--- src/hdl/decode_settings.svh ---
`ifndef DECODE_SETTINGS_SVH
`define DECODE_SETTINGS_SVH

`define INST_W          32
`define REG_ADDR_W      5

`define OPC_SPECIAL     6'b000000
`define OPC_COP0        6'b010000
`define OPC_ADDI        6'b001000
`define OPC_ADDIU       6'b001001
`define OPC_SLTI        6'b001010
`define OPC_SLTIU       6'b001011
`define OPC_ANDI        6'b001100
`define OPC_ORI         6'b001101
`define OPC_XORI        6'b001110
`define OPC_LUI         6'b001111
`define OPC_LB          6'b100000
`define OPC_LH          6'b100001
`define OPC_LW          6'b100011
`define OPC_LBU         6'b100100
`define OPC_LHU         6'b100101
`define OPC_SB          6'b101000
`define OPC_SH          6'b101001
`define OPC_SW          6'b101011

`define FN_SLL          6'b000000
`define FN_SRL          6'b000010
`define FN_SRA          6'b000011
`define FN_SLLV         6'b000100
`define FN_SRLV         6'b000110
`define FN_SRAV         6'b000111
`define FN_SYSCALL      6'b001100
`define FN_BREAK        6'b001101
`define FN_MFHI         6'b010000
`define FN_MTHI         6'b010001
`define FN_MFLO         6'b010010
`define FN_MTLO         6'b010011
`define FN_MULT         6'b011000
`define FN_MULTU        6'b011001
`define FN_DIV          6'b011010
`define FN_DIVU         6'b011011
`define FN_ADD          6'b100000
`define FN_ADDU         6'b100001
`define FN_SUB          6'b100010
`define FN_SUBU         6'b100011
`define FN_AND          6'b100100
`define FN_OR           6'b100101
`define FN_XOR          6'b100110
`define FN_NOR          6'b100111
`define FN_SLT          6'b101010
`define FN_SLTU         6'b101011

`define COP0_RS_MF      5'b00000
`define COP0_RS_MT      5'b00100
`define ERET_WORD       32'h4200_0018
`define REG_LINK        5'd31

`endif

--- src/hdl/decode_pkg.sv ---
`include "decode_settings.svh"

package decode_pkg;

        typedef enum logic [5:0] {
                ALU_ADD, ALU_ADDU, ALU_SUB, ALU_SUBU, ALU_SLT, ALU_SLTU,
                ALU_AND, ALU_OR, ALU_XOR, ALU_NOR, ALU_LUI,
                ALU_SLL, ALU_SRL, ALU_SRA,
                ALU_MULT, ALU_MULTU, ALU_DIV, ALU_DIVU,
                ALU_MFHI, ALU_MFLO, ALU_MTHI, ALU_MTLO,
                ALU_BREK, ALU_SYSC, ALU_ERET, ALU_MFC0, ALU_MTC0,
                ALU_OUTA // Passes operand A through
        } alu_op_e;

        typedef enum logic [1:0] {SRC_REG, SRC_IMM, SRC_SFT, SRC_PCA} alu_src_e;

        typedef enum logic {SIGN_EXT, ZERO_EXT} ext_e;

        typedef enum logic [1:0] {MEM_NOOP, MEM_LOAD, MEM_STOR} mem_type_e;

        typedef enum logic [2:0] {SZ_FULL, SZ_BYTE, SZ_HALF} mem_size_e;

        // Same word seen as R format or I format
        typedef union packed {
                struct packed {
                        logic [5:0]             opcode;
                        logic [`REG_ADDR_W-1:0] rs;
                        logic [`REG_ADDR_W-1:0] rt;
                        logic [`REG_ADDR_W-1:0] rd;
                        logic [`REG_ADDR_W-1:0] shamt;
                        logic [5:0]             funct;
                } r_fmt;
                struct packed {
                        logic [5:0]             opcode;
                        logic [`REG_ADDR_W-1:0] rs;
                        logic [`REG_ADDR_W-1:0] rt;
                        logic [`INST_W/2-1:0]   imm;
                } i_fmt;
        } inst_word_u;

endpackage

--- src/hdl/special_decoder.sv ---
`timescale 1ns/1ps
`include "decode_settings.svh"

module special_decoder (
        input  decode_pkg::inst_word_u  inst,
        output logic                    hit,
        output decode_pkg::alu_op_e     alu_op,
        output decode_pkg::alu_src_e    alu_src,
        output decode_pkg::ext_e        alu_imm_src,
        output decode_pkg::mem_type_e   mem_type,
        output decode_pkg::mem_size_e   mem_size,
        output logic [`REG_ADDR_W-1:0]  wb_reg_dest,
        output logic                    wb_reg_en,
        output decode_pkg::ext_e        load_ext,
        output logic                    priv_inst
);
        import decode_pkg::*;

        always_comb begin
                hit = (inst.r_fmt.opcode == `OPC_SPECIAL);
                alu_op = ALU_ADDU;
                alu_src = SRC_REG;
                alu_imm_src = SIGN_EXT;
                mem_type = MEM_NOOP;
                mem_size = SZ_FULL;
                wb_reg_dest = inst.r_fmt.rd;
                wb_reg_en = 1'b1;
                load_ext = ZERO_EXT;
                priv_inst = 1'b0;
                case (inst.r_fmt.funct)
                `FN_ADD:  alu_op = ALU_ADD;
                `FN_ADDU: alu_op = ALU_ADDU;
                `FN_SUB:  alu_op = ALU_SUB;
                `FN_SUBU: alu_op = ALU_SUBU;
                `FN_SLT:  alu_op = ALU_SLT;
                `FN_SLTU: alu_op = ALU_SLTU;
                `FN_AND:  alu_op = ALU_AND;
                `FN_OR:   alu_op = ALU_OR;
                `FN_XOR:  alu_op = ALU_XOR;
                `FN_NOR:  alu_op = ALU_NOR;
                `FN_SLL, `FN_SLLV: alu_op = ALU_SLL;
                `FN_SRL, `FN_SRLV: alu_op = ALU_SRL;
                `FN_SRA, `FN_SRAV: alu_op = ALU_SRA;
                `FN_MULT:  alu_op = ALU_MULT;
                `FN_MULTU: alu_op = ALU_MULTU;
                `FN_DIV:   alu_op = ALU_DIV;
                `FN_DIVU:  alu_op = ALU_DIVU;
                `FN_MFHI:  alu_op = ALU_MFHI;
                `FN_MFLO:  alu_op = ALU_MFLO;
                `FN_MTHI:  alu_op = ALU_MTHI;
                `FN_MTLO:  alu_op = ALU_MTLO;
                `FN_BREAK: alu_op = ALU_BREK;
                `FN_SYSCALL: alu_op = ALU_SYSC;
                default: hit = 1'b0; // r1 additions land here too
                endcase

                case (inst.r_fmt.funct)
                `FN_SLL, `FN_SRL, `FN_SRA: alu_src = SRC_SFT; // Shift by shamt
                `FN_MULT, `FN_MULTU, `FN_DIV, `FN_DIVU, `FN_MTHI, `FN_MTLO:
                        wb_reg_en = 1'b0; // Result goes to HI/LO
                `FN_BREAK, `FN_SYSCALL: begin
                        wb_reg_dest = inst.r_fmt.rt;
                        wb_reg_en = 1'b0;
                        priv_inst = 1'b1;
                end
                default: ;
                endcase
        end

        // Checked when the next word arrives, on settled values
        assert property (@(inst) hit && wb_reg_en |-> wb_reg_dest == inst.r_fmt.rd);

endmodule

--- src/hdl/imm_decoder.sv ---
`timescale 1ns/1ps
`include "decode_settings.svh"

module imm_decoder (
        input  decode_pkg::inst_word_u  inst,
        output logic                    hit,
        output decode_pkg::alu_op_e     alu_op,
        output decode_pkg::alu_src_e    alu_src,
        output decode_pkg::ext_e        alu_imm_src,
        output decode_pkg::mem_type_e   mem_type,
        output decode_pkg::mem_size_e   mem_size,
        output logic [`REG_ADDR_W-1:0]  wb_reg_dest,
        output logic                    wb_reg_en,
        output decode_pkg::ext_e        load_ext,
        output logic                    priv_inst
);
        import decode_pkg::*;

        always_comb begin
                hit = 1'b1;
                alu_op = ALU_ADDU;
                alu_src = SRC_IMM;
                alu_imm_src = SIGN_EXT;
                mem_type = MEM_NOOP;
                mem_size = SZ_FULL;
                wb_reg_dest = inst.i_fmt.rt;
                wb_reg_en = 1'b1;
                load_ext = ZERO_EXT;
                priv_inst = 1'b0;
                case (inst.i_fmt.opcode)
                `OPC_ADDI:  alu_op = ALU_ADD;
                `OPC_ADDIU: alu_op = ALU_ADDU;
                `OPC_SLTI:  alu_op = ALU_SLT;
                `OPC_SLTIU: alu_op = ALU_SLTU;
                `OPC_ANDI:  alu_op = ALU_AND;
                `OPC_ORI:   alu_op = ALU_OR;
                `OPC_XORI:  alu_op = ALU_XOR;
                `OPC_LUI:   alu_op = ALU_LUI;
                `OPC_LB, `OPC_LBU, `OPC_LH, `OPC_LHU, `OPC_LW: mem_type = MEM_LOAD;
                `OPC_SB, `OPC_SH, `OPC_SW: begin
                        mem_type = MEM_STOR;
                        wb_reg_en = 1'b0;
                end
                default: begin
                        hit = 1'b0;
                        alu_src = SRC_REG;
                        wb_reg_en = 1'b0;
                end
                endcase

                // Logic ops and LUI take the immediate unsigned
                if (inst.i_fmt.opcode[5:2] == 4'b0011)
                        alu_imm_src = ZERO_EXT;

                if (mem_type != MEM_NOOP) begin
                        case (inst.i_fmt.opcode[1:0])
                        2'b00:   mem_size = SZ_BYTE;
                        2'b01:   mem_size = SZ_HALF;
                        default: mem_size = SZ_FULL;
                        endcase
                        if (!inst.i_fmt.opcode[2] && mem_size != SZ_FULL)
                                load_ext = SIGN_EXT; // LB, LH, SB, SH
                end
        end

        assert property (@(inst) hit && mem_type == MEM_STOR |-> !wb_reg_en);

endmodule

--- src/hdl/cop0_decoder.sv ---
`timescale 1ns/1ps
`include "decode_settings.svh"

module cop0_decoder (
        input  decode_pkg::inst_word_u  inst,
        output logic                    hit,
        output decode_pkg::alu_op_e     alu_op,
        output decode_pkg::alu_src_e    alu_src,
        output decode_pkg::ext_e        alu_imm_src,
        output decode_pkg::mem_type_e   mem_type,
        output decode_pkg::mem_size_e   mem_size,
        output logic [`REG_ADDR_W-1:0]  wb_reg_dest,
        output logic                    wb_reg_en,
        output decode_pkg::ext_e        load_ext,
        output logic                    priv_inst
);
        import decode_pkg::*;

        always_comb begin
                hit = (inst.r_fmt.opcode == `OPC_COP0);
                alu_op = ALU_ADDU;
                alu_src = SRC_REG;
                alu_imm_src = SIGN_EXT;
                mem_type = MEM_NOOP;
                mem_size = SZ_FULL;
                wb_reg_dest = inst.r_fmt.rt;
                wb_reg_en = 1'b0;
                load_ext = ZERO_EXT;
                priv_inst = hit; // Whole group is privileged
                if (inst == `ERET_WORD) begin
                        alu_op = ALU_ERET;
                end else if (inst.r_fmt.rs == `COP0_RS_MF) begin
                        alu_op = ALU_MFC0;
                        wb_reg_en = hit;
                end else if (inst.r_fmt.rs == `COP0_RS_MT) begin
                        alu_op = ALU_MTC0;
                end
        end

endmodule

--- src/hdl/decode_stage.sv ---
`timescale 1ns/1ps
`include "decode_settings.svh"

module decode_stage (
        input  logic                    clk,
        input  logic                    arst_n,
        input  logic                    in_valid,
        input  decode_pkg::inst_word_u  inst,
        input  logic                    is_branch,
        input  logic                    is_branch_al,
        input  logic                    sp_hit, im_hit, c0_hit,
        input  decode_pkg::alu_op_e     sp_alu_op, im_alu_op, c0_alu_op,
        input  decode_pkg::alu_src_e    sp_alu_src, im_alu_src, c0_alu_src,
        input  decode_pkg::ext_e        sp_alu_imm_src, im_alu_imm_src, c0_alu_imm_src,
        input  decode_pkg::mem_type_e   sp_mem_type, im_mem_type, c0_mem_type,
        input  decode_pkg::mem_size_e   sp_mem_size, im_mem_size, c0_mem_size,
        input  logic [`REG_ADDR_W-1:0]  sp_wb_reg_dest, im_wb_reg_dest, c0_wb_reg_dest,
        input  logic                    sp_wb_reg_en, im_wb_reg_en, c0_wb_reg_en,
        input  decode_pkg::ext_e        sp_load_ext, im_load_ext, c0_load_ext,
        input  logic                    sp_priv_inst, im_priv_inst, c0_priv_inst,
        output logic                    out_valid,
        output decode_pkg::alu_op_e     alu_op,
        output decode_pkg::alu_src_e    alu_src,
        output decode_pkg::ext_e        alu_imm_src,
        output decode_pkg::mem_type_e   mem_type,
        output decode_pkg::mem_size_e   mem_size,
        output logic [`REG_ADDR_W-1:0]  wb_reg_dest,
        output logic                    wb_reg_en,
        output decode_pkg::ext_e        load_ext,
        output logic                    priv_inst,
        output logic                    undefined_inst
);
        import decode_pkg::*;

        logic                   any_hit;
        logic                   link;
        alu_op_e                sel_alu_op;
        alu_src_e               sel_alu_src;
        ext_e                   sel_alu_imm_src;
        mem_type_e              sel_mem_type;
        mem_size_e              sel_mem_size;
        logic [`REG_ADDR_W-1:0] sel_wb_reg_dest;
        logic                   sel_wb_reg_en;
        ext_e                   sel_load_ext;
        logic                   sel_priv_inst;

        assign any_hit = sp_hit | im_hit | c0_hit;
        assign link = is_branch & is_branch_al; // Branch-and-link fallback

        assign sel_alu_op = sp_hit ? sp_alu_op : im_hit ? im_alu_op : c0_hit ? c0_alu_op :
                        link ? ALU_OUTA : ALU_ADDU;
        assign sel_alu_src = sp_hit ? sp_alu_src : im_hit ? im_alu_src : c0_hit ? c0_alu_src :
                        link ? SRC_PCA : SRC_REG;
        assign sel_alu_imm_src = sp_hit ? sp_alu_imm_src : im_hit ? im_alu_imm_src :
                        c0_hit ? c0_alu_imm_src : SIGN_EXT;
        assign sel_mem_type = sp_hit ? sp_mem_type : im_hit ? im_mem_type :
                        c0_hit ? c0_mem_type : MEM_NOOP;
        assign sel_mem_size = sp_hit ? sp_mem_size : im_hit ? im_mem_size :
                        c0_hit ? c0_mem_size : SZ_FULL;
        assign sel_wb_reg_dest = sp_hit ? sp_wb_reg_dest : im_hit ? im_wb_reg_dest :
                        c0_hit ? c0_wb_reg_dest : link ? `REG_LINK : inst.r_fmt.rt;
        assign sel_load_ext = sp_hit ? sp_load_ext : im_hit ? im_load_ext :
                        c0_hit ? c0_load_ext : ZERO_EXT;
        assign sel_wb_reg_en = (sp_hit & sp_wb_reg_en) | (im_hit & im_wb_reg_en) |
                        (c0_hit & c0_wb_reg_en) | (!any_hit & link);
        assign sel_priv_inst = (sp_hit & sp_priv_inst) | (im_hit & im_priv_inst) |
                        (c0_hit & c0_priv_inst);

        always_ff @(posedge clk or negedge arst_n) begin
                if (!arst_n) begin
                        out_valid <= 1'b0;
                        wb_reg_en <= 1'b0;
                        undefined_inst <= 1'b0;
                        priv_inst <= 1'b0;
                        mem_type <= MEM_NOOP;
                end else begin
                        out_valid <= in_valid;
                        if (in_valid) begin
                                wb_reg_en <= sel_wb_reg_en;
                                undefined_inst <= !any_hit && !is_branch;
                                priv_inst <= sel_priv_inst;
                                mem_type <= sel_mem_type;
                        end
                end
        end

        always_ff @(posedge clk) begin
                if (in_valid) begin
                        alu_op <= sel_alu_op;
                        alu_src <= sel_alu_src;
                        alu_imm_src <= sel_alu_imm_src;
                        mem_size <= sel_mem_size;
                        wb_reg_dest <= sel_wb_reg_dest;
                        load_ext <= sel_load_ext;
                end
        end

        // Decoders own disjoint opcode ranges
        assert property (@(posedge clk) disable iff (!arst_n)
                in_valid |-> $onehot0({sp_hit, im_hit, c0_hit}));

endmodule

--- src/hdl/decode_top.sv ---
`timescale 1ns/1ps
`include "decode_settings.svh"

module decode_top (
        input  logic                    clk,
        input  logic                    arst_n,
        input  logic                    in_valid,
        input  decode_pkg::inst_word_u  inst,
        input  logic                    is_branch,
        input  logic                    is_branch_al,
        output logic                    out_valid,
        output decode_pkg::alu_op_e     alu_op,
        output decode_pkg::alu_src_e    alu_src,
        output decode_pkg::ext_e        alu_imm_src,
        output decode_pkg::mem_type_e   mem_type,
        output decode_pkg::mem_size_e   mem_size,
        output logic [`REG_ADDR_W-1:0]  wb_reg_dest,
        output logic                    wb_reg_en,
        output decode_pkg::ext_e        load_ext,
        output logic                    priv_inst,
        output logic                    undefined_inst
);
        import decode_pkg::*;

        logic                   sp_hit, im_hit, c0_hit;
        alu_op_e                sp_alu_op, im_alu_op, c0_alu_op;
        alu_src_e               sp_alu_src, im_alu_src, c0_alu_src;
        ext_e                   sp_alu_imm_src, im_alu_imm_src, c0_alu_imm_src;
        mem_type_e              sp_mem_type, im_mem_type, c0_mem_type;
        mem_size_e              sp_mem_size, im_mem_size, c0_mem_size;
        logic [`REG_ADDR_W-1:0] sp_wb_reg_dest, im_wb_reg_dest, c0_wb_reg_dest;
        logic                   sp_wb_reg_en, im_wb_reg_en, c0_wb_reg_en;
        ext_e                   sp_load_ext, im_load_ext, c0_load_ext;
        logic                   sp_priv_inst, im_priv_inst, c0_priv_inst;

        special_decoder sp_dec_inst (
                .inst(inst), .hit(sp_hit), .alu_op(sp_alu_op), .alu_src(sp_alu_src),
                .alu_imm_src(sp_alu_imm_src), .mem_type(sp_mem_type), .mem_size(sp_mem_size),
                .wb_reg_dest(sp_wb_reg_dest), .wb_reg_en(sp_wb_reg_en),
                .load_ext(sp_load_ext), .priv_inst(sp_priv_inst)
        );

        imm_decoder im_dec_inst (
                .inst(inst), .hit(im_hit), .alu_op(im_alu_op), .alu_src(im_alu_src),
                .alu_imm_src(im_alu_imm_src), .mem_type(im_mem_type), .mem_size(im_mem_size),
                .wb_reg_dest(im_wb_reg_dest), .wb_reg_en(im_wb_reg_en),
                .load_ext(im_load_ext), .priv_inst(im_priv_inst)
        );

        cop0_decoder c0_dec_inst (
                .inst(inst), .hit(c0_hit), .alu_op(c0_alu_op), .alu_src(c0_alu_src),
                .alu_imm_src(c0_alu_imm_src), .mem_type(c0_mem_type), .mem_size(c0_mem_size),
                .wb_reg_dest(c0_wb_reg_dest), .wb_reg_en(c0_wb_reg_en),
                .load_ext(c0_load_ext), .priv_inst(c0_priv_inst)
        );

        decode_stage stage_inst (.*); // Port names match the wires above

endmodule

--- config.mk ---
export PLATFORM = sky130hd
export DESIGN_NAME = decode_top
export DESIGN_NICKNAME = d
export VERILOG_FILES = /design/src/hdl/decode_pkg.sv /design/src/hdl/special_decoder.sv /design/src/hdl/imm_decoder.sv /design/src/hdl/cop0_decoder.sv /design/src/hdl/decode_stage.sv /design/src/hdl/decode_top.sv
export VERILOG_INCLUDE_DIRS = /design/src /design/src/hdl
export SDC_FILE = /design/constraint.sdc
export NUM_CORES = 1
export LEC_CHECK = 0
export BUFFER_PORTS_ARGS = -buffer_cell sky130_fd_sc_hd__buf_2
export CAP_MARGIN = 15
export CELL_PAD_IN_SITES_DETAIL_PLACEMENT = 1
export CELL_PAD_IN_SITES_GLOBAL_PLACEMENT = 2
export CORE_MARGIN = 5
export CORE_UTILIZATION = 25
export DETAILED_ROUTE_END_ITERATION = 10
export PLACE_DENSITY_LB_ADDON = 0.1
export SYNTH_ARGS = -nofsm -noshare
export SYNTH_HDL_FRONTEND = slang
export SYNTH_SLANG_ARGS = --single-unit
--- constraint.sdc ---
create_clock -name clk -period 0.8 [get_ports clk]
set_clock_uncertainty 0.05 [all_clocks]
set_input_delay 0.12 -clock clk [delete_from_list [all_inputs] [get_ports clk]]
set_output_delay 0.12 -clock clk [all_outputs]
set_load 0.1 [all_outputs]
Yosys cells after proc, flatten, opt, wreduce, memory -nomap -nowiden
Cells that the tools add are included.
- bitwise logic cells: 14
- reductions and logical operators: 24
- multiplexer cells: 34
- eq/ne operators: 46
- operator list (kind ; number):
    $pmux W5 S22 ; 1
    $eq A6 B6 Y1 const B ; 18
    $eq A6 B4 Y1 const B ; 10
    $eq A6 B5 Y1 const B ; 9
    $mux W5 ; 7
    $eq A32 B31 Y1 const B ; 1
    $mux W6 ; 5
    $pmux W4 S7 ; 1
    $reduce_or A26 Y1 ; 1
    $eq A6 B3 Y1 const B ; 3
    $reduce_or A16 Y1 ; 1
    $mux W2 ; 7
    $reduce_or A13 Y1 ; 1
    $eq A6 B2 Y1 const B ; 2
    $logic_not A6 Y1 ; 2
    $mux W1 ; 10
    $reduce_or A2 Y1 ; 5
    $reduce_or A3 Y1 ; 3
    $pmux W2 S2 ; 2
    $reduce_or A8 Y1 ; 1
    $and A1 B1 Y1 ; 6
    $or A1 B1 Y1 ; 6
    $eq A5 B3 Y1 const B ; 1
    $logic_not A5 Y1 ; 1
    10 further kinds ; 14
- output and inout port bits: 24
- logic and storage cells: 129
- register bits: 24
- bits of input ports: 37

Logic depth before layout (Yosys ltp)
- depth in word-level cells: 8
- mapped depth: 7

Modules after synthesis
Synthesis repeated with hierarchy kept, for this count alone.
- cells, all modules: 268
- area total of the unflattened synthesis: 2298.5 um2
- modules (own cells, without submodules) (module ; cells an instance ; times used ; area an instance (um2) ; seq. area each (um2)):
    decode_stage ; 120 ; 1 ; 1323.8 ; 690.7
    special_decoder ; 72 ; 1 ; 459.2 ; 0.0
    cop0_decoder ; 37 ; 1 ; 269.0 ; 0.0
    imm_decoder ; 39 ; 1 ; 246.5 ; 0.0

Worst setup path before layout
No wires, ideal clock.
- kind: input to register
- start: in inst[28] (netlist bit)
- end: reg stage_inst.alu_op[1], data pin
- data arrival time: 1.338 ns
- cell stages on the path: 6
- library setup time: 0.263 ns
- slack: -0.851 ns
- path through: buf_6 nand2b_4 and3_4 or4_4 a221oi_2 a31oi_1
- cells in the longest elaborated chain, start to end: 5
- RTL lines (element ; RTL line ; RTL):
    start: declaration ; decode_top.sv:8 ; input decode_pkg::inst_word_u inst,
    $eq A6 B6 Y1, or another cell as far along ; imm_decoder.sv:30 ; case (inst.i_fmt.opcode)
    $reduce_or A16 Y1 (no line) / $mux W6 (equally long branches) ; - ;
    $mux W1 / $mux W6 (equally long branches) ; imm_decoder.sv:30, decode_stage.sv:50 ;
    $mux W6 ; decode_stage.sv:50 ; assign sel_alu_op = sp_hit ? sp_alu_op : im_hit ? im_alu_op : c0_hit ? c0_alu_op :
    $mux W6 * ; decode_stage.sv:50 ;
    named net stage_inst.sel_alu_op[1] ; decode_stage.sv:37 ; alu_op_e sel_alu_op;
    end signal: assignment ; decode_stage.sv:89 ; alu_op <= sel_alu_op;
    end: declaration ; decode_stage.sv:22 ; output decode_pkg::alu_op_e alu_op,
Mark *: on every way through the listed nets, which the timed path passes. The rest lies on a longest branch.
A chain may end at the register's enable or synchronous reset.

Worst setup path after layout
Ends and elaborated chain as after synthesis.

==> results.sh <==
export IMPL_place_hpwl_mm=4.55
export IMPL_avgSynthCellArea_um2=9.69
export IMPL_clk_latency_ns=0.27
export IMPL_drv_cap=0
export IMPL_r2r_setup_slack_ns=-0.10
export IMPL_p_per_area_mw_per_mm2=1400
export IMPL_synthAdderAreaFrac=0
export IMPL_layout_worst_path_cycle_share=1.77
export IMPL_core_mm2=0.00599
export IMPL_htree_levels=1
export IMPL_route_detailed_drc=0
export IMPL_setup_viol=42
export IMPL_drt_iter0_drc=55
export IMPL_place_ws_ns=-0.957
export IMPL_finalHoldViolCount=0
export IMPL_synth_area_top_cells="edfxtp_1 31%, dfrtp_1 9.6%, o22a_1 3.9%"
export IMPL_dp_cells=339
export IMPL_num_rows=28
export IMPL_grt_overflow=0
export IMPL_async_reset_ff_frac=0.273
export IMPL_grt_max_degree=15
export IMPL_fin_util=0.531
export IMPL_synthFlopType="edfxtp_1"
export IMPL_syn_to_final_growth_pct=104
export IMPL_cts_buffers=3
export IMPL_ys_seq_area_frac=0.404
export IMPL_cts_root_buf="clkbuf_8"
export IMPL_groute_usage_overall=0.151
export IMPL_grt_antenna_before_repair=0
export IMPL_synth_top_family_by_area="simple AND/OR/NAND/NOR gates"
export IMPL_ys_types=55
export IMPL_synth_top_area_share=0.308
export IMPL_crit_arrival_ns=1.37
export IMPL_yosys_warnings=0
export IMPL_total_leakage_power_nw=1.32
export IMPL_final_max_slew_viol_count=0
export IMPL_muxShareOfSynthArea=0.0192
export IMPL_drive_gt1_frac=0.630
export IMPL_max_freq_mhz=707
export IMPL_cp_end_kind="flop"
export IMPL_vias_per_cell=4.84
export IMPL_grt_setup_unrepaired="true"
export IMPL_cts_sinks=22
export IMPL_pin_count=61
export IMPL_synth_simple_area_share=0.249
export IMPL_synth_compound_area_frac=0.245
export IMPL_initial_core_util=0.260
export IMPL_netlist_area_mm2=0.00156
export IMPL_cp_required_ns=0.76
export IMPL_drt_pass1_iterations=4
export IMPL_crit_type="primary input to flop"
export IMPL_cts_clk_slew_worst_paths_ns=0.08
export IMPL_synth_edf_count=16
export IMPL_die_y_um=89
export IMPL_vdd_drop_max_v=0.000699
export IMPL_synth_xor_area_frac=0.0112
export IMPL_min_path_type="primary input to flop"
export IMPL_nets=319
export IMPL_wl_per_cell_um=16.5
export IMPL_status="complete, but fails checks"
export IMPL_ys_seq_elements=22
export IMPL_cts_tree="done"
export IMPL_vias=1724
export IMPL_stdcell_count=356
export IMPL_violations="setup timing"
export IMPL_clk_path_buf_depth=2
export IMPL_die_w_um=89
export IMPL_fin_tns_setup_ns=-13.78
export IMPL_yosys_area_top_type="edfxtp_1"
export IMPL_crit_path_start_kind="primary input"
export IMPL_grt_pass1_vias=1877
export IMPL_grt_pass1_wl_mm=9.21
export IMPL_port_buffers=58
export IMPL_antenna_cells=0
export IMPL_dieArea_mm2=0.00792
export IMPL_routed_wl_mm=5.86
export IMPL_place_congestion=0.817
export IMPL_antenna_left=0
export IMPL_synthesis_instances=161
export IMPL_crit_fanout=4
export IMPL_setup_ws_ns=-0.615
export IMPL_min_period_ns=1.42
-- registers in the layout, indices dropped and copies added (netlist names) --
register / cells
stage_inst.alu_op: 5
stage_inst.out_valid: 1
stage_inst.undefined_inst: 1
stage_inst.mem_type: 2
stage_inst.priv_inst: 1
stage_inst.alu_imm_src: 1
stage_inst.wb_reg_dest: 5
stage_inst.alu_src: 2
stage_inst.mem_size: 2
stage_inst.wb_reg_en: 1
stage_inst.load_ext: 1
-- area by class of cell --
class                           instances  area, um2
Multi-Input combinational cell        120       1040
Inverter                                7       26.3
Clock inverter                          1       30.0
Sequential cell                        22        653
Fill cell                             658       2810
Tap cell                               75       93.8
Timing Repair Buffer                  128       1290
Clock buffer                            3       41.3
-- synthesized netlist by cell type (2+ instances only) --
cell,number
edfxtp_1,16
nor2_1,14
a21oi_1,12
nand2_1,10
inv_1,7
o22a_1,7
dfrtp_1,6
o21ai_0,6
clkbuf_1,5
nand2b_1,5
nand4_1,5
nand3_1,4
and3_1,3
buf_6,3
mux2i_1,3
nor2b_1,3
nor4_1,3
o31ai_1,3
a2111oi_0,2
a211o_1,2
a22oi_1,2
a31oi_1,2
buf_2,2
buf_4,2
nand2b_4,2
nor3_1,2
o21ai_1,2
-- cells in the final DEF, fill, tap and decap left out, drive strengths merged, types with 2 or more instances in the layout --
cell type  netlist  final
nor2            14     14
nand2b           7      7
inv              7      7
a21boi           2      2
buf              8    127
edfxtp          16     16
nor2b            3      3
a2111oi          2      2
mux2i            3      3
clkbuf           5      3
dfrtp            6      6
nor4             4      4
a31oi            2      2
nand2           10     10
a21oi           12     12
nand3            4      4
o22a             7      7
and3             4      4
nor3             2      2
a22oi            2      2
a211o            2      2
o31ai            3      3
o21ai            8      8
nand4            5      5
conb             1      2
-- cell families after synthesis --
logic type	Yosys count
compound gates	51
xor+xnor	2
buf+inv	20
flops	22
mux	3
other cells	1
simple gates	62
-- critical path, cell delays in order --
cell,delay (ns)
buf_8,0.10
nand2b_4,0.13
and3_4,0.15
or4_4,0.52
a221oi_2,0.26
a31oi_1,0.08
-- where the power goes --
group / internal, mW / total (mW) / switching [mW]
clock network: 0.669 / 1.05 / 0.380
logic: 0.823 / 1.97 / 1.15
registers: 1.34 / 1.42 / 0.0819
total: 2.83 / 4.45 / 1.61
-- what timing repair did --
action / 4_1_cts / 5_1_grt
gates resized for setup: 56 / 20
pin swaps: 15 / 8
buffers inserted: 10 / 8
endpoints found under the setup margin: 42 / 43
hold buffers: 1 / 0
endpoints found under the hold margin: 6 / 0
cloned: 0 / 0
-- final timing paths --
kind / from / endpoint / cells after the start
worst max-delay path: inst[28] / stage_inst.alu_op[1] / 6
max in group asynchronous: arst_n / stage_inst.wb_reg_en / 2
worst min-delay path: inst[18] / stage_inst.wb_reg_dest[2] / 2
min in group asynchronous: arst_n / stage_inst.out_valid / 2
worst min register to register: stage_inst.wb_reg_en / stage_inst.wb_reg_en / 1
worst max register to register: stage_inst.priv_inst / stage_inst.priv_inst / 2
-- routing by layer --
layer,wire length [um],GRT usage
met5,0,0
met4,158,0.0704
met3,343,0.0184
met2,2930,0.271
met1,2430,0.179
-- through the flow --
step,hold slack (ns),instance area (um2),power [mW]
CTS,0.123,3080,4.44
finish,0.120,3180,4.45
detailed placement,-0.0938,2670,3.23
global placement,-0.0981,2670,3.20
floorplan,-0.226,1630,2.44
global route,0.127,3180,4.61
(Power assumes the default switching activity.)
